===== config.mk =====
export PLATFORM = sky130hd
export DESIGN_NAME = program_counter
export DESIGN_NICKNAME = d
export VERILOG_FILES = /design/src/cpu_pkg.sv /design/src/program_counter.sv
export VERILOG_INCLUDE_DIRS = /design/src
export SDC_FILE = /design/constraint.sdc
export NUM_CORES = 1
export LEC_CHECK = 0
export BUFFER_PORTS_ARGS = -buffer_cell sky130_fd_sc_hd__buf_2
export CAP_MARGIN = 20
export CORE_ASPECT_RATIO = 1.4
export CORE_MARGIN = 2
export CORE_UTILIZATION = 38
export DETAILED_ROUTE_END_ITERATION = 10
export PLACE_DENSITY = 0.61
export SLEW_MARGIN = 20
export SYNTH_ARGS = -nofsm -noshare
export SYNTH_HDL_FRONTEND = slang
export SYNTH_SLANG_ARGS = --single-unit

===== constraint.sdc =====
create_clock -name clk -period 4.9 [get_ports clk]
set_input_delay 0.98 -clock clk [delete_from_list [all_inputs] [get_ports clk]]
set_output_delay 0.98 -clock clk [all_outputs]
set_load 0.01 [all_outputs]

===== src/cpu_defs.svh =====
/* Widths, instruction field positions and code points of the microcoded CPU.
   Include wherever a field is sliced or a code is decoded */
`ifndef CPU_DEFS_SVH
`define CPU_DEFS_SVH

// Datapath widths
`define CPU_ADDR_W   16
`define CPU_DATA_W   8
`define CPU_INSTR_W  48
`define RAM_ADDR_W   8      // 256 bytes of data RAM

// ----------------------------------------
// Instruction fields, LSB of each
`define F_IMMED      0      // 8 bits
`define F_DIR_LO     8      // Direct address low byte
`define F_DIR_HI     16     // Direct address high byte
`define F_AMODE      24     // 0 register, 1 direct
`define F_INVERT     27     // Flip the condition
`define F_SET_FLAGS  28
`define F_COND       29     // 4 bits
`define F_BBUS       33     // 3 bits
`define F_ABUS       36     // 3 bits
`define F_TARG       39     // 4 bits
`define F_ALU_OP     43     // 5 bits

// ----------------------------------------
// Register codes, shared by A bus, B bus and target
`define DEV_REGA     0
`define DEV_REGB     1
`define DEV_REGC     2
`define DEV_REGD     3
`define DEV_MARLO    4
`define DEV_MARHI    5
`define ADEV_RAM     6
`define ADEV_ZERO    7
`define BDEV_IMMED   6
`define BDEV_RAM     7
`define TDEV_RAM     6
`define TDEV_UART    7
`define TDEV_PCHITMP 8
`define TDEV_PC      9
`define TDEV_HALT    10     // Highest target that writes anything

// Conditions, 10 to 15 never true
`define COND_ALWAYS  0
`define COND_C       1
`define COND_Z       2
`define COND_O       3
`define COND_N       4
`define COND_GT      5
`define COND_LT      6
`define COND_EQ      7
`define COND_NE      8
`define COND_DO      9

// ALU operations, unlisted codes pass B
`define ALU_ZERO     0
`define ALU_A        1
`define ALU_B        2
`define ALU_ADD      3
`define ALU_SUB      4      // A-B
`define ALU_RSUB     5      // B-A
`define ALU_ADDC     6
`define ALU_SUBC     7
`define ALU_AND      8
`define ALU_OR       9
`define ALU_XOR      10
`define ALU_NOT_A    11
`define ALU_INC      12
`define ALU_DEC      13
`define ALU_MUL      14     // Low byte only
`define ALU_SHL      15
`define ALU_SHR      16

// Flag bit positions, czonGLEN from the top
`define FLAG_C       7
`define FLAG_Z       6
`define FLAG_O       5
`define FLAG_N       4
`define FLAG_GT      3
`define FLAG_LT      2
`define FLAG_EQ      1
`define FLAG_NE      0

`endif


===== src/cpu_pkg.sv =====
/* Vector types shared across the CPU core blocks.
   Referenced as cpu_pkg::name from each module */
`default_nettype none

`include "cpu_defs.svh"

package cpu_pkg;

    typedef logic [`CPU_ADDR_W-1:0]  addr_t;   // Program or RAM address
    typedef logic [`CPU_DATA_W-1:0]  byte_t;   // Data value on either bus
    typedef logic [`CPU_INSTR_W-1:0] instr_t;  // One microcode word

    typedef logic [4:0] alu_op_t;
    typedef logic [2:0] dev_t;     // A or B bus source
    typedef logic [3:0] targ_t;    // Result destination
    typedef logic [3:0] cond_t;

    // carry zero overflow negative GT LT EQ NE, top bit down
    typedef logic [7:0] flags_t;

endpackage

`default_nettype wire


===== src/program_counter.sv =====
/* Program counter with its high-byte staging register and the halt flag.
   A jump loads pchitmp first, then writes the low byte to pc */
`default_nettype none

`include "cpu_defs.svh"

module program_counter (
    input  wire                  clk,
    input  wire                  rst,
    input  wire                  run,
    input  wire [15:0]           targ_we,
    input  wire cpu_pkg::byte_t  result,
    output cpu_pkg::addr_t       pc,
    output logic                 halted    // Sticky until reset
);

    cpu_pkg::byte_t pchitmp;   // High byte of the next jump

    always_ff @(posedge clk) begin
        if (rst) begin
            pc      <= '0;
            pchitmp <= '0;
            halted  <= 1'b0;
        end else begin
            if (targ_we[`TDEV_PCHITMP]) begin
                pchitmp <= result;
            end
            if (targ_we[`TDEV_HALT]) begin
                halted <= 1'b1;   // pc still steps past the halt word
            end

            if (targ_we[`TDEV_PC]) begin
                pc <= {pchitmp, result};               // Jump
            end else if (run && !halted) begin
                pc <= pc + cpu_pkg::addr_t'(1);        // Skipped instructions also step
            end
        end
    end

endmodule

`default_nettype wire


==> run summary, run 1 <==
routed via count: 1,099
crit path kind: input pin to flip-flop
GRT Total Usage: 0.160
Clk Tree Root Cell: clkbuf_8
ANT nets after route: 0
Period minus WS final: 2.04 ns
Slew Limit Fails: 0
setup repair after global routing missed its margin: false
Final Skew: 0.00149 ns
worst flop-to-flop path endpoint: pc[6]
leak pwr: 0.652 nW
hold path startpoint: pchitmp[5]
pwr/cell area: 284 nW/um2
synth unique cells: 33
Clk Latency, worst-skew pair: 0.26 ns
final hold viol count: 0
WHS Endpoint: pc[13]
I/O pin total: 44
Finish-stage setup viols: 0
global-route wire length before repair: 4.63 mm
Reg clk slew, reported paths: 0.09 ns
Seq/Total Area, Yosys: 0.407
Mapped Area: 1230 um2
Hold Path Stages: 2
Core ar.: 3090 um2
Fmax: 491 MHz
Worst Max-Slew Pin Slew: 0.567 ns
Clock Path Buffers: 2
crit path DAT: 2.19 ns
max cap viols: 0
reg2reg start: pc[0]
Crit Path Max Fanout: 7
total wire length: 2.76 mm
initial antenna violation count: 0
htree depth: 1
Iteration-0 DRC Markers: 27
grt ovf: 0
post-synth top area share: 0.407
TNS Setup: 0 ns
commonest non-fill, non-tap cells in the layout: buf_2 (30), dfxtp_1 (25), nor2_1 (17)
Syn Area/Cell: 8.79 um2
CTS sink cnt: 25
most common cell after layout, fill and taps aside: buf_2
biggest area consumer among synthesized cells: dfxtp_1
Resize count post-CTS: 0
post-route DRC violation count: 0
relative slew slack: 0.622
CTS tree: done
reg2reg setup slack: 3.09 ns
Critical Path RT: 5.05 ns
Post-CTS Setup Repair Bufs: 0
chip height: 71.4 um
Hold Crit Class: flip-flop to flip-flop
Area Overhead vs Synth: 17.7%
CTS buffer count: 3
GP Congestion: 0.759
HPWL after DPL: 2.00 mm
via-per-instance ratio: 5.33
effective utilization at floorplan: 0.398
pre-CTS WS: 2.54 ns
Final WS setup: 2.86 ns
DRT Pass-1 Iters: 5
CP Capture Type: flip-flop
die width: 52.1 um
crit start category: input pin
num rows: 24
I/O Buffers: 30
Synth Instances: 140
maximum vdd drop: 0.166 mV
synth top area cells: dfxtp_1 (41%), mux2i_1 (8.9%), nor2_1 (5.2%), inv_1 (4.6%), o21a_1 (4.3%)
syn_nets: 168
NumNets Final: 196
CTS Hold Bufs: 0
status: finished clean
Routed WL per cell: 13.4 um
Yosys warning total: 0
largest net degree at the start of global routing: 33
Fillers: 323
share of cells above drive strength 1: 0.222
Tcrit/Tclk final: 0.416
n_diodes: 0
vias in the first global route: 1,035
synthesized flop and latch total: 25
die area: 3720 um2
r2r worst-path depth: 5
report_power, final:
group	total, W	switching [W]	internal, W
sequential	0.000230	0.0000135	0.000216
combinational	0.0000588	0.0000310	0.0000278
clock	0.000122	0.0000641	0.0000581
layout make-up:
cell class	instances	area, um2	share of cell area
multi-input cells	93	648	0.447
flip-flops and latches	25	500	0.345
repair buffers	30	150	0.104
inverters	15	56.3	0.0389
well taps	39	48.8	0.0337
clock buffers	4	45.0	0.0311
Yosys cell counts (all sizes together):
| library cell | instances |
|---|---|
| nor4 | 3 |
| nor2b | 1 |
| nand2 | 4 |
| nand4 | 3 |
| nor3 | 3 |
| o21a | 7 |
| a21oi | 10 |
| o31a | 2 |
| a211oi | 3 |
| nand3 | 3 |
| a31oi | 1 |
| xnor2 | 3 |
| o41a | 1 |
| ha | 1 |
| a2111oi | 3 |
| mux2 | 1 |
| clkbuf | 5 |
| dfxtp | 25 |
| nor4b | 1 |
| mux2i | 11 |
| a21o | 1 |
| nor2 | 17 |
| xor2 | 6 |
| and4b | 3 |
| or3 | 2 |
| inv | 15 |
| nand4b | 1 |
| nand3b | 1 |
| buf | 2 |
| o21ai | 1 |
registers in the layout, indices dropped and copies added (netlist names):
| signal | count |
|---|---|
| halted | 1 |
| pc | 16 |
| pchitmp | 8 |
cell families (layout without fill, tap and decap cells):
| kind of cell | Yosys count | count (layout) | synth area share |
|---|---|---|---|
| adder cells (fa/ha/maj) | 1 | 1 | 0.0102 |
| AND/OR/NAND/NOR | 42 | 42 | 0.192 |
| XOR/XNOR | 9 | 9 | 0.0640 |
| buffers and inverters | 22 | 49 | 0.0671 |
| flip-flops | 25 | 25 | 0.407 |
| AO/OA/AOI/OAI | 29 | 29 | 0.162 |
| multiplexers | 12 | 12 | 0.0986 |
stage by stage:
step | total power [W] | instances | utilization | hold slack [ns] | instance area (um2)
after floorplan | 0.000271 | 140 | - | 0.440 | 1230
after global placement | 0.000292 | 202 | 0.454 | 0.457 | 1400
after detailed placement | 0.000294 | 202 | 0.454 | 0.467 | 1400
final | 0.000411 | 206 | 0.468 | 0.478 | 1450
after global routing | 0.000432 | 206 | 0.468 | 0.501 | 1450
after CTS | 0.000416 | 206 | 0.468 | 0.479 | 1450
worst max-delay path, stage by stage:
cell	delay (ns)
buf_2	0.10
nand3b_1	0.26
nor2_1	0.39
a211oi_1	0.12
a2111oi_0	0.34
worst max-delay path by stage:
stage | start | endpoint | slack [ns] | cells past startpoint
6_report | run | pc[6] | 2.86 | 5
5_1_grt | run | pc[6] | 2.76 | 5
3_3_place_gp | run | pc[6] | 2.62 | 5
3_5_place_dp | run | pc[6] | 2.54 | 5
2_1_floorplan | run | pc[15] | 2.99 | 3
4_1_cts | run | pc[6] | 2.83 | 5
routing by layer:
metal	vias to the layer above	part of all wire	track usage
li1	544	-	-
met5	-	0	0
met1	521	0.43	0.191
met3	4	0.050	0.0271
met4	0	0.010	0.0585
met2	30	0.51	0.280
Power figures use the tool's default switching activity.
==> run 2: changes to the inputs <==
Settings changed: ABC_AREA set to 1, PLACE_DENSITY 0.61 to 0.59.
Clock period 4.9 ns to 2 ns, I/O delays scaled along.
==> run summary, run 2 <==
Worst Max-Slew Pin Slew: 0.401 ns (-0.166 ns)
HPWL after DPL: 2.74 mm (+37%)
Iteration-0 DRC Markers: 38 (+41%)
max cap viols: 0 (unchanged)
Syn Area/Cell: 6.56 um2 (-25%)
num rows: 25 (+4.2%)
Largest register FFs: 16 (unchanged)
global-route wire length before repair: 5.84 mm (+26%)
Post-CTS Setup Repair Bufs: 0 (unchanged)
crit path DAT: 1.64 ns (-0.55 ns)
Clk Latency, worst-skew pair: 0.29 ns (+0.03 ns)
post-route DRC violation count: 0 (unchanged)
crit path kind: flip-flop to flip-flop
total wire length: 3.56 mm (+29%)
Max stage delay on crit path: 0.42 ns (+0.03 ns)
commonest non-fill, non-tap cells in the layout: nand2_1 (43), inv_1 (37), buf_2 (30)
Synth Instances: 211 (+51%)
count leader, synth: nand2_1
Clock Path Buffers: 2 (unchanged)
ys flop type: dfxtp_1
Area Overhead vs Synth: 17.2%
Seq/Total Area, Yosys: 0.361 (-0.0452)
DRT Pass-1 Iters: 4 (-1)
Fillers: 399 (+24%)
CTS Hold Bufs: 0 (unchanged)
n_diodes: 0 (unchanged)
effective utilization at floorplan: 0.403 (+0.00449)
EDFF count, synth: 0 (unchanged)
routed via count: 1,427 (+30%)
Critical Path RT: 2.22 ns (-2.83 ns)
Finish-stage setup viols: 0 (unchanged)
Mapped Area: 1390 um2 (+12%)
CTS tree: done
I/O Buffers: 30 (unchanged)
CTS buffer count: 3 (unchanged)
worst path cell trace: ha_1, nand2_1, inv_1, nand2_2, nor2_4, nand3_1, nand2_1, nand3_1, a21oi_1
Yosys warning total: 0 (unchanged)
vias in the first global route: 1,283 (+24%)
biggest area consumer among synthesized cells: dfxtp_1
largest net degree at the start of global routing: 16 (-52%)
Period minus WS final: 1.41 ns
final hold viol count: 0 (unchanged)
Final Skew: 0.00193 ns (+0.000435 ns)
share of cells above drive strength 1: 0.207 (-0.0149)
Async SR Flop Fraction: 0 (unchanged)
CP Capture Type: flip-flop
via-per-instance ratio: 5.06 (-5.1%)
status: finished clean
synthesized flop and latch total: 25 (unchanged)
Commonest cells post-synth: nand2_1 (43), inv_1 (37), dfxtp_1 (25)
synth unique cells: 21 (-36%)
largest registers: pc x16, pchitmp x8, halted x1
DP Cell Count: 278 (+38%)
leak pwr: 0.738 nW (+13%)
maximum vdd drop: 0.394 mV (+140%)
Hold Crit Class: input pin to flip-flop
pwr/cell area: 645 nW/um2 (+130%)
synth top area cells: dfxtp_1 (36%), nand2_1 (12%), inv_1 (10%), nand3_1 (6.5%), o21ai_0 (6.5%)
setup repair after global routing missed its margin: false
TNS Setup: 0 ns (unchanged)
I/O pin total: 44 (unchanged)
Routed WL per cell: 12.6 um (-5.8%)
crit start category: flip-flop
Tcrit/Tclk final: 0.706
Clk Tree Root Cell: clkbuf_8
relative slew slack: 0.732 (+0.110)
initial antenna violation count: 0 (unchanged)
htree depth: 1 (unchanged)
ANT nets after route: 0 (unchanged)
GRT Total Usage: 0.196 (+0.0366)
Fmax: 708 MHz
grt ovf: 0 (unchanged)
Slew Limit Fails: 0 (unchanged)
chip height: 75.4 um (+5.7%)
die width: 55.0 um (+5.6%)
GP Congestion: 0.820 (+8.0%)
CTS sink cnt: 25 (unchanged)
post-synth top area share: 0.361 (-0.0452)
Core ar.: 3440 um2 (+11%)
Crit Path Max Fanout: 5 (-2)
Reg clk slew, reported paths: 0.10 ns (about the same)
syn_nets: 239 (+42%)
final hold slack: 0.310 ns (-0.168 ns)
most common cell after layout, fill and taps aside: nand2_1
die area: 4150 um2 (+12%)
Biggest register: pc
Slowest cell on crit path: dfxtp_1
NumNets Final: 271 (+38%)
Post-Layout Cell Count: 282 (+37%)
Resize count post-CTS: 0 (unchanged)
run 2: cell count changes after synthesis, moves of 5 or more:
cell / delta
o21ai_0: +18
nand2_2: +5
a21oi_1: +5
o21a_1: -7
mux2i_1: -11
nand3_1: +16
xor2_1: -5
inv_1: +22
nor2_4: +6
nand2_1: +39
run 2: metal layers:
layer	GRT usage	up-vias	wire (um)
li1	-	742	-
met1	0.261	641	1550
met2	0.308	37	1750
met3	0.0255	7	169
met4	0.0976	0	93
met5	0	-	0
run 2: worst paths after layout:
check	from	endpoint	slack, ns	depth (start not counted)
setup / recovery	pc[1]	pc[14]	0.59	9
hold / removal	targ_we[10]	halted	0.31	3
setup reg to reg	pc[1]	pc[14]	0.59	9
hold reg to reg	pchitmp[5]	pchitmp[5]	0.46	2
run 2: final cells by class:
| class | instances | area [um2] | share of cell area |
|---|---|---|---|
| Sequential cell | 25 | 500 | 0.308 |
| Multi-Input combinational cell | 142 | 712 | 0.439 |
| Inverter | 39 | 146 | 0.0902 |
| Clock inverter | 1 | 7.51 | 0.00463 |
| Clock buffer | 3 | 41.3 | 0.0254 |
| Tap cell | 40 | 50.0 | 0.0308 |
| Timing Repair Buffer | 32 | 165 | 0.102 |
run 2: cells by family (layout without fill, tap and decap cells):
kind of cell	Yosys count	count (layout)	synth area share
AND/OR/NAND/NOR	94	94	0.318
buffers and inverters	44	75	0.125
AO/OA/AOI/OAI	46	46	0.181
XOR/XNOR	1	1	0.00632
flip-flops	25	25	0.361
adder cells (fa/ha/maj)	1	1	0.00903
run 2: power breakdown:
group	internal (W)	switching (W)
Sequential	0.000529	0.0000291
Clock	0.000142	0.000190
Combinational	0.0000597	0.0000978
Total	0.000730	0.000317
run 2: critical path, delay by kind of cell (launching register included):
kind	cells	cell delay, ns
buffers and inverters	1	0.10
AND/OR/NAND/NOR	6	0.48
adder cells (fa/ha/maj)	1	0.21
flip-flops	1	0.42
AO/OA/AOI/OAI	1	0.14
run 2: through the flow:
step / cell area (um2) / util / worst slack (ns) / power (W)
after floorplan: 1390 / - / 0.691 / 0.000664
after global placement: 1570 / 0.457 / 0.447 / 0.000727
after detailed placement: 1570 / 0.457 / 0.452 / 0.000727
after CTS: 1620 / 0.472 / 0.581 / 0.00105
after global routing: 1620 / 0.472 / 0.426 / 0.00110
final: 1620 / 0.472 / 0.588 / 0.00105
